--- config.mk ---
export PLATFORM = sky130hd
export DESIGN_NAME = cpu_top
export DESIGN_NICKNAME = d
export VERILOG_FILES = /design/src/logic/isa_pkg.sv /design/src/logic/control_pkg.sv /design/src/logic/control_unit.sv /design/src/logic/datapath.sv /design/src/logic/program_ram.sv /design/src/logic/cpu_top.sv
export SDC_FILE = /design/constraint.sdc
export NUM_CORES = 2
export LEC_CHECK = 0
export ABC_CLOCK_PERIOD_IN_PS = 7070
export BUFFER_PORTS_ARGS = -buffer_cell sky130_fd_sc_hd__clkbuf_2
export CAP_MARGIN = 20
export CORE_MARGIN = 3
export CORE_UTILIZATION = 30
export DETAILED_ROUTE_END_ITERATION = 7
export PLACE_DENSITY = 0.47
export SLEW_MARGIN = 20
export SYNTH_ARGS = -nofsm -noshare
export SYNTH_HDL_FRONTEND = slang
export SYNTH_HIERARCHICAL = 1
export SYNTH_SLANG_ARGS = --single-unit
--- constraint.sdc ---
create_clock -name clk -period 7.07 [get_ports clk]
set_clock_uncertainty 0.1 [all_clocks]
set_input_delay 0.707 -clock clk [delete_from_list [all_inputs] [get_ports clk]]
set_output_delay 0.707 -clock clk [all_outputs]
set_load 0.01 [all_outputs]
--- src/logic/isa_pkg.sv ---
package isa_pkg;

    // ====================================================================
    // Basic machine types
    // ====================================================================
    typedef logic [7:0] data_t;  // One byte on the internal bus
    typedef logic [7:0] addr_t;  // Flat 256-byte address space

    // ====================================================================
    // Opcode encodings
    // ====================================================================
    typedef enum logic [7:0] {
        NOP   = 8'h00,  // No operation
        HLT   = 8'h01,  // Stop until reset
        LDI_A = 8'h0C,  // A <= immediate
        LDA   = 8'h0D,  // A <= mem[addr]
        ADD   = 8'h10,  // A <= A + mem[addr]
        SUB   = 8'h11,  // A <= A - mem[addr]
        STA   = 8'h14,  // mem[addr] <= A
        JMP   = 8'h20,  // PC <= addr
        JZ    = 8'h21,  // Jump if zero set
        JC    = 8'h22,  // Jump if carry set
        OUT   = 8'h30   // Output register <= A
    } opcode_t;

    // ====================================================================
    // Flag vector layout
    // ====================================================================
    typedef logic [2:0] flags_t;

    localparam int FLAG_ZERO  = 0;  // Last loaded value was zero
    localparam int FLAG_CARRY = 1;  // Adder carry, or no borrow on SUB
    localparam int FLAG_NEG   = 2;  // Bit 7 of last loaded value

endpackage

--- src/logic/control_pkg.sv ---
package control_pkg;

    // ====================================================================
    // One control bit per datapath action
    // ====================================================================
    typedef struct packed {
        // At most one bus driver per cycle
        logic oe_pc;        // PC onto bus
        logic oe_ram;       // RAM read data onto bus
        logic oe_temp;      // Operand register onto bus
        logic oe_a;         // Accumulator onto bus
        logic oe_alu;       // ALU result onto bus
        // Register loads
        logic load_mar_pc;  // MAR <= PC for a fetch
        logic load_mar;     // MAR <= bus
        logic load_ir;      // IR <= bus
        logic load_temp;    // TEMP <= bus
        logic load_a;       // A <= bus
        logic load_pc;      // PC <= bus on a jump
        logic load_flags;   // Flags from bus value
        logic write_ram;    // mem[MAR] <= bus
        logic load_out;     // Output register <= bus
        // Misc controls
        logic pc_enable;    // PC increment
        logic alu_sub;      // ALU subtracts
        // Jump qualifiers
        logic check_zero;   // load_pc only if zero set
        logic check_carry;  // load_pc only if carry set
        // Sequencing
        logic halt;         // Enter S_HALT
        logic last_step;    // Final row of the instruction
    } control_word_t;

    // ====================================================================
    // Sequencer state and microstep counter
    // ====================================================================
    typedef enum logic [2:0] {
        S_RESET          = 3'd0,
        S_LATCH_ADDR     = 3'd1,
        S_READ_BYTE      = 3'd2,
        S_LATCH_BYTE     = 3'd3,
        S_CHK_MORE_BYTES = 3'd4,
        S_EXECUTE        = 3'd5,
        S_HALT           = 3'd6
    } fsm_state_t;

    typedef enum logic [2:0] {
        MS0, MS1, MS2, MS3, MS4, MS5, MS6, MS7
    } microstep_t;

endpackage

--- src/logic/control_unit.sv ---
`timescale 1ns/1ps

module control_unit (
    input  logic                        clk,
    input  logic                        reset,
    input  isa_pkg::opcode_t            opcode,
    input  isa_pkg::flags_t             flags,
    input  logic                        out_full,
    output control_pkg::control_word_t  control_word,
    output logic                        halted
);
    import isa_pkg::*;
    import control_pkg::*;

    fsm_state_t    current_state;       // Sequencer state
    fsm_state_t    next_state;
    microstep_t    current_step;        // Row within the opcode
    microstep_t    next_step;
    logic [1:0]    current_byte_count;  // Bytes fetched so far
    logic [1:0]    next_byte_count;
    logic          num_operands;        // 0 or 1 operand byte
    logic          opcode_known;        // Decoded as a legal opcode
    control_word_t rom_word;            // Raw microcode row
    logic          jump_ok;             // Jump qualifier passes
    logic          out_stall;           // OUT row blocked by full register

    // ====================================================================
    // Opcode decode and operand count
    // ====================================================================
    always_comb begin
        opcode_known = 1'b1;
        num_operands = 1'b0;
        case (opcode)
            NOP, HLT, OUT: num_operands = 1'b0;
            LDI_A, LDA, ADD, SUB, STA, JMP, JZ, JC: num_operands = 1'b1;
            default: opcode_known = 1'b0;  // Illegal opcode halts after fetch
        endcase
    end

    // ====================================================================
    // Microcode ROM
    // ====================================================================
    function automatic control_word_t microcode(opcode_t op, microstep_t ms);
        control_word_t row;
        row = '{default: 1'b0, halt: 1'b1};  // Undefined rows halt
        case (op)
            NOP: if (ms == MS0) row = '{default: 1'b0, last_step: 1'b1};
            LDI_A: if (ms == MS0) begin
                row = '{default: 1'b0, oe_temp: 1'b1, load_a: 1'b1,
                        load_flags: 1'b1, last_step: 1'b1};
            end
            LDA: case (ms)
                MS0: row = '{default: 1'b0, oe_temp: 1'b1, load_mar: 1'b1};
                MS1: row = '{default: 1'b0, oe_ram: 1'b1, load_a: 1'b1,
                             load_flags: 1'b1, last_step: 1'b1};
                default: ;
            endcase
            ADD, SUB: case (ms)
                MS0: row = '{default: 1'b0, oe_temp: 1'b1, load_mar: 1'b1};
                MS1: row = '{default: 1'b0, oe_ram: 1'b1, load_temp: 1'b1};
                MS2: row = '{default: 1'b0, oe_alu: 1'b1, load_a: 1'b1, load_flags: 1'b1,
                             alu_sub: (op == SUB), last_step: 1'b1};
                default: ;
            endcase
            STA: case (ms)
                MS0: row = '{default: 1'b0, oe_temp: 1'b1, load_mar: 1'b1};
                MS1: row = '{default: 1'b0, oe_a: 1'b1, write_ram: 1'b1, last_step: 1'b1};
                default: ;
            endcase
            JMP, JZ, JC: if (ms == MS0) begin
                row = '{default: 1'b0, oe_temp: 1'b1, load_pc: 1'b1,
                        check_zero: (op == JZ), check_carry: (op == JC), last_step: 1'b1};
            end
            OUT: if (ms == MS0) begin
                row = '{default: 1'b0, oe_a: 1'b1, load_out: 1'b1, last_step: 1'b1};
            end
            default: ;  // HLT and unknown keep the halt row
        endcase
        return row;
    endfunction

    assign rom_word  = microcode(opcode, current_step);
    assign jump_ok   = !(rom_word.check_zero || rom_word.check_carry) ||
                       (rom_word.check_zero && flags[FLAG_ZERO]) ||
                       (rom_word.check_carry && flags[FLAG_CARRY]);
    assign out_stall = rom_word.load_out && out_full;  // Wait for drain
    assign halted    = (current_state == S_HALT);

    // ====================================================================
    // State registers
    // ====================================================================
    always_ff @(posedge clk) begin
        if (reset) begin
            current_state      <= S_RESET;
            current_step       <= MS0;
            current_byte_count <= 2'd0;
        end else begin
            current_state      <= next_state;
            current_step       <= next_step;
            current_byte_count <= next_byte_count;
        end
    end

    // ====================================================================
    // Next state and control word
    // ====================================================================
    always_comb begin
        next_state      = current_state;
        next_step       = current_step;
        next_byte_count = current_byte_count;
        control_word    = '0;
        case (current_state)
            S_RESET: next_state = S_LATCH_ADDR;
            S_LATCH_ADDR: begin
                control_word.load_mar_pc = 1'b1;  // Address of next byte
                next_state = S_READ_BYTE;
            end
            S_READ_BYTE: next_state = S_LATCH_BYTE;  // RAM read in flight
            S_LATCH_BYTE: begin
                control_word.oe_ram    = 1'b1;
                control_word.pc_enable = 1'b1;
                if (current_byte_count == 2'd0) control_word.load_ir = 1'b1;
                else control_word.load_temp = 1'b1;  // Operand byte
                next_byte_count = current_byte_count + 2'd1;
                next_state = S_CHK_MORE_BYTES;
            end
            S_CHK_MORE_BYTES: begin
                if (!opcode_known) begin
                    next_state = S_HALT;
                end else if (current_byte_count > {1'b0, num_operands}) begin
                    next_state      = S_EXECUTE;
                    next_byte_count = 2'd0;
                end else begin
                    next_state = S_LATCH_ADDR;  // Fetch operand
                end
            end
            S_EXECUTE: begin
                if (!out_stall) begin  // Stalled row drives nothing
                    control_word = rom_word;
                    if (!jump_ok) control_word.load_pc = 1'b0;  // Branch not taken
                    if (rom_word.halt) begin
                        next_state = S_HALT;
                        next_step  = MS0;
                    end else if (rom_word.last_step) begin
                        next_state = S_LATCH_ADDR;
                        next_step  = MS0;
                    end else begin
                        next_step = microstep_t'(current_step + 3'd1);
                    end
                end
            end
            S_HALT: next_state = S_HALT;  // Only reset leaves
            default: next_state = S_HALT;
        endcase
    end

endmodule

--- src/logic/datapath.sv ---
`timescale 1ns/1ps

module datapath (
    input  logic                        clk,
    input  logic                        reset,
    input  control_pkg::control_word_t  control_word,
    input  isa_pkg::data_t              rd_data,
    input  logic                        out_ready,
    output isa_pkg::addr_t              mem_addr,
    output isa_pkg::data_t              wr_data,
    output isa_pkg::opcode_t            ir_opcode,
    output isa_pkg::flags_t             flags,
    output logic                        out_full,
    output isa_pkg::data_t              out_data
);
    import isa_pkg::*;

    addr_t pc;          // Program counter
    addr_t mar;         // Memory address register
    data_t a_reg;       // Accumulator
    data_t temp;        // Operand register
    data_t out_reg;     // Output holding register
    data_t bus;         // Internal byte bus
    data_t alu_result;
    logic  alu_carry;   // Carry out, or no borrow

    // ====================================================================
    // Bus mux and ALU
    // ====================================================================
    always_comb begin
        bus = '0;  // Idle bus reads zero
        if (control_word.oe_pc) bus = pc;
        else if (control_word.oe_ram) bus = rd_data;
        else if (control_word.oe_temp) bus = temp;
        else if (control_word.oe_a) bus = a_reg;
        else if (control_word.oe_alu) bus = alu_result;
    end

    always_comb begin
        if (control_word.alu_sub) begin  // A + ~TEMP + 1
            {alu_carry, alu_result} = {1'b0, a_reg} + {1'b0, ~temp} + 9'd1;
        end else begin
            {alu_carry, alu_result} = {1'b0, a_reg} + {1'b0, temp};
        end
    end

    // MAR bypass lets the RAM see a new address in the cycle it loads
    assign mem_addr = control_word.load_mar ? bus : mar;
    assign wr_data  = bus;
    assign out_data = out_reg;  // Stable while out_full

    // ====================================================================
    // Architectural state
    // ====================================================================
    always_ff @(posedge clk) begin
        if (reset) begin
            pc       <= '0;
            a_reg    <= '0;
            flags    <= '0;
            out_full <= 1'b0;
        end else begin
            if (control_word.pc_enable) pc <= pc + 8'd1;
            else if (control_word.load_pc) pc <= bus;
            if (control_word.load_a) a_reg <= bus;
            if (control_word.load_flags) begin
                flags[FLAG_ZERO]  <= (bus == '0);
                flags[FLAG_CARRY] <= control_word.oe_alu && alu_carry;  // Loads clear it
                flags[FLAG_NEG]   <= bus[7];
            end
            if (control_word.load_out) out_full <= 1'b1;
            else if (out_full && out_ready) out_full <= 1'b0;  // Byte taken
        end
    end

    // Payload registers
    always_ff @(posedge clk) begin
        if (control_word.load_mar_pc) mar <= pc;
        else if (control_word.load_mar) mar <= bus;
        if (control_word.load_ir) ir_opcode <= opcode_t'(bus);
        if (control_word.load_temp) temp <= bus;
        if (control_word.load_out) out_reg <= bus;  // Only when not full
    end

endmodule

--- src/logic/program_ram.sv ---
`timescale 1ns/1ps

module program_ram (
    input  logic            clk,
    input  logic            reset,
    input  logic            prog_we,
    input  isa_pkg::addr_t  prog_addr,
    input  isa_pkg::data_t  prog_data,
    input  logic            write_ram,
    input  isa_pkg::addr_t  mem_addr,
    input  isa_pkg::data_t  wr_data,
    output isa_pkg::data_t  rd_data
);
    import isa_pkg::*;

    data_t mem [256];  // Program and data share one space

    always_ff @(posedge clk) begin
        if (reset) begin
            if (prog_we) mem[prog_addr] <= prog_data;  // Loader owns the port
        end else if (write_ram) begin
            mem[mem_addr] <= wr_data;  // STA
        end
        rd_data <= mem[mem_addr];  // One cycle read latency
    end

endmodule

--- src/logic/cpu_top.sv ---
`timescale 1ns/1ps

module cpu_top (
    input  logic            clk,
    input  logic            reset,
    input  logic            prog_we,
    input  isa_pkg::addr_t  prog_addr,
    input  isa_pkg::data_t  prog_data,
    input  logic            out_ready,
    output logic            out_valid,
    output isa_pkg::data_t  out_data,
    output logic            halted
);
    import isa_pkg::*;
    import control_pkg::*;

    control_word_t control_word;
    opcode_t       ir_opcode;
    flags_t        flags;
    logic          out_full;  // Output register occupied
    addr_t         mem_addr;
    data_t         wr_data;
    data_t         rd_data;

    assign out_valid = out_full;

    control_unit u_control (
        .clk          (clk),
        .reset        (reset),
        .opcode       (ir_opcode),
        .flags        (flags),
        .out_full     (out_full),
        .control_word (control_word),
        .halted       (halted)
    );

    datapath u_datapath (
        .clk          (clk),
        .reset        (reset),
        .control_word (control_word),
        .rd_data      (rd_data),
        .out_ready    (out_ready),
        .mem_addr     (mem_addr),
        .wr_data      (wr_data),
        .ir_opcode    (ir_opcode),
        .flags        (flags),
        .out_full     (out_full),
        .out_data     (out_data)
    );

    program_ram u_ram (
        .clk       (clk),
        .reset     (reset),
        .prog_we   (prog_we),
        .prog_addr (prog_addr),
        .prog_data (prog_data),
        .write_ram (control_word.write_ram),
        .mem_addr  (mem_addr),
        .wr_data   (wr_data),
        .rd_data   (rd_data)
    );

endmodule

After elaboration in Yosys (flattened, before gate mapping) --
Memories as Yosys holds them, arrays and structs flattened. A register that Yosys moved wholly into a read port is not among the register bits. Index checks and enable logic that the tools add are counted.
Word-level totals: register bits after elaboration 59, bits in latches 0, memory bits (writable) 2048, ROM bits 0, bits of input ports 20, output and inout port bits 10, logic and storage cells 124, memories 1
Operators by class: $add $sub $neg 6, multiply operators 0, divide/modulo/power cells 0, order comparisons 1, eq/ne operators 22, shift operators 0, multiplexer cells 56, bitwise gates (word level) 2, reductions and logical operators 25
Memory list:
- u_ram.mem | depth 256, bits a word 8, read ports 1, clocked after Yosys merged registers in 1, wr ports 1, line program_ram.sv:16 | data_t mem [256];
Operators with widths (count):
- $pmux 20 s7 | 1
- $mux 8 | 12
- $pmux 19 s3 | 1
- $pmux 19 s2 | 1
- $mux 18 | 2
- $pmux 18 s2 | 1
- $eq 8x6->1 const B | 4
- $eq 8x5->1 const B | 3
- $mux 3 | 8
- $mux 20 | 1
- $add 8x8->9 | 2
- $pmux 3 s6 | 1
- $mux 1 | 17
- $mux 17 | 1
- $eq 8x4->1 const B | 2
- $logic_not 8->1 | 2
- $reduce_or 8->1 | 2
- $reduce_or 11->1 | 1
- $mux 5 | 2
- $add 9x1->9 const B | 1
- $eq 3x2->1 const B | 3
- $eq 3x3->1 const B | 3
- $add 8x1->8 const B | 1
- $eq 8x1->1 const B | 1
- 22 further kinds | 39

Longest topological paths before layout --
depth in word-level cells 18, gate-level depth with buffers 25, depth with buffers taken out 20

Modules after synthesis --
Netlist, hierarchy kept.
Modules (own cells, without submodules):
- program_ram | instances 1, cells each 3804, area each 79789.0 um^2, seq. area each 61659.1 um^2
- datapath | instances 1, cells each 321, area each 3076.7 um^2, seq. area each 1281.2 um^2
- control_unit | instances 1, cells each 155, area each 1089.8 um^2, seq. area each 160.2 um^2

Least setup slack after synthesis --
No wires, ideal clock.
path kind register to register, start point register u_datapath.ir_opcode[2], end point memory u_ram/mem[0][5] (netlist name) (data pin), setup time 0.823 ns, arrival 6.064 ns, data required time 6.147 ns, setup slack 0.083 ns, stages on the path, launching flop included 15, path buffers 2, period minus slack after synthesis 6.987 ns, path through edfxtp_1 > nor4_2 > nand4_1 > o21a_1 > buf_2 > o21ai_4 > nor3_1 > clkbuf_8 > nand2_1 > nor3_1 > a2111o_1 > mux2_4 > nor2_1 > nand2_1 > nand2_1
RTL lines:
- start, declared | line datapath.sv:11 | output isa_pkg::opcode_t ir_opcode,
- start signal, assigned | line datapath.sv:79 | if (control_word.load_ir) ir_opcode <= opcode_t'(bus);
- end, declared | line program_ram.sv:16

==> impl_metrics.toml <==
[power_and_ir_drop]
power_uw = 29000
powerDensity_nw_per_um2 = 298
power.leakage_uw = 0.0295
p_sw_share_pct = 24.3
p_int_uw = 22000
clock_power_share_pct = 39.2
p_seq_share_pct = 47.7
combPwrFrac_pct = 13.1
power_switching_uw = 7060
ir_drop_uv = 203

[clock_network]
cts_tree = "done"
clock-sinks = 2115
cts-buffers-inserted = 223
clkLatencyLatePin_ns = 0.85
clk_pin_slew_ns = 0.06
cts_root_buffer = "clkbuf_16"
htree_num_levels = 4
clock_path_buffers = 4

[setup_path]
cp.arrival_ns = 7.30
critPathMaxFanout = 36
crit_required_ns = 7.67
worstSetupStartpointType = "flip-flop"
cp-end-kind = "flip-flop"
worstSetupStartpoint = "u_control/current_step[0]"
worst-r2r-cell-count = 22
timing.rr.start = "u_control/current_step[0]"
crit_type = "reg -> reg"

[global_route]
grt_pass1_vias = 43900
antenna_found_initial = 13
grt_max_degree = 171
grt_pass1_wl_um = 340000
track_usage_pct = 16.4
grt-ovfl-total = 0

[cells_and_area]
fin_nets = 4683
largest_reg_flops = 2048
largest_register = "u_ram/mem"
synthToLayoutAreaGrowth_pct = 16.2
regArea_um2 = 63100
fill_cells = 25800
drive_gt1_share_pct = 25.4
multiInputGateArea_um2 = 19300

[timing]
tns_ns = 0
layout_setup_ws_ns = 0.372
drv_slew = 0
rsz0062_at_grt = "false"
slew_headroom_pct = 26.8
tightest_slew_ns = 1.10
fmax_ghz = 0.149
setup_viol = 0
hold_viol = 0
post-route-period-util_pct = 94.7
fin_crit_ns = 6.70

[die]
die_w_um = 535
start_util_pct = 30.2
core_area_um2 = 277000
die_h_um = 535
num_io_pins = 30
rows = 193
dieArea_um2 = 286000

[detailed_routing]
drc = 0
wire_per_inst_um = 28.1
first_pass_iters = 6
via_count = 43600
vias_per_cell = 5.12
drtIter0Drc = 4830
wl_um = 240000
antenna_left = 0

[job]
drv_cap = 0

[run_status]
outcome = "complete, no violations"

[yosys]
postSynthAreaPerCell_um2 = 19.6
postSynthCellCount = 4273
syn_area_um2 = 83900
synthesis.nets = 4318
yosys_warnings = 6

[min_path]
hold_class = "in -> reg"
min_delay_path_depth = 3
hold_start = "reset"

[place]
gp_congestion = 0.872
hpwl_um = 153000
place_ws_ns = 0.0986
io_buffers = 29
## layout make-up
| cell class | count | area share (%) |
|---|---|---|
| Timing Repair Buffer | 394 | 3.44 |
| Clock buffer | 279 | 6.01 |
| Clock inverter | 115 | 1.13 |
| Tap cell | 3705 | 4.75 |
| Inverter | 46 | 0.177 |
| Multi-Input combinational cell | 1858 | 19.8 |
| Sequential cell | 2115 | 64.7 |
| Antenna cell | 9 | 0.0231 |
## power by group through the flow
stage	clock network, uW	logic, uW	registers (uW)
final	11400	3790	13800
after global routing	12200	4010	13800
after CTS	11700	3850	13800
after detailed placement	0	3840	14100
after global placement	0	3820	14100
after floorplan	0	2530	14100
## layout by cell type (no fill, tap or decap), drive strengths merged, types with 86 or more instances in the layout
cell and count:
clkbuf 308, clkinv 86, nand2 108, buf 364, mux4 443, mux2i 159
nor2 321, edfxtp 2072, a21oi 144, a22oi 159
## final timing paths
| kind | to | slack, ns |
|---|---|---|
| max reg2reg | u_ram/rd_data[3] | 0.37 |
| min reg2reg | u_datapath/flags[0] | 0.38 |
| max | u_ram/rd_data[3] | 0.37 |
| min | u_datapath/out_full | 0.29 |
## repair_timing
| action | in CTS | in global routing |
|---|---|---|
| buffers inserted | 0 | 0 |
| endpoints found under the setup margin | 0 | 8 |
| hold buffers | 1 | 0 |
| gates resized for setup | 0 | 12 |
| hold endpoints to repair | 1 | 0 |
## critical path: stages (launching register included)
cell,delay (ns)
dfxtp_1,0.38
inv_1,0.10
ha_1,0.24
nor3b_2,0.19
nand4_1,0.20
o21a_1,0.35
o21ai_4,0.16
nor3_2,0.68
buf_4,0.27
nand2b_1,0.06
o22ai_1,0.15
xnor2_1,0.11
o21ai_0,0.49
inv_1,0.14
mux2_2,0.42
buf_12,0.26
nor2b_1,0.66
buf_4,0.25
a22oi_1,0.07
a31oi_1,0.17
o21ai_0,0.10
nor4_1,0.87
nor4_1,0.10
## through the flow
stage	instances	hold slack, ns	instance area [um2]	utilization [%]
finish	8521	0.291	97500	35.1
global route	8514	0.280	97500	35.1
CTS	8511	0.233	97400	35.1
detailed placement	8116	0.369	90400	32.6
global placement	8111	0.368	90300	32.6
floorplan	4273	0.350	83900	-
## routing by layer
layer,GRT usage (%),part of all wire [%],up-vias
met1,23.2,44,23300
met5,0,0,-
met3,2.67,6.5,364
met4,4.49,2.6,0
li1,-,-,18400
met2,26.2,47,1521
No activity file was read; power rests on OpenSTA's default activity.
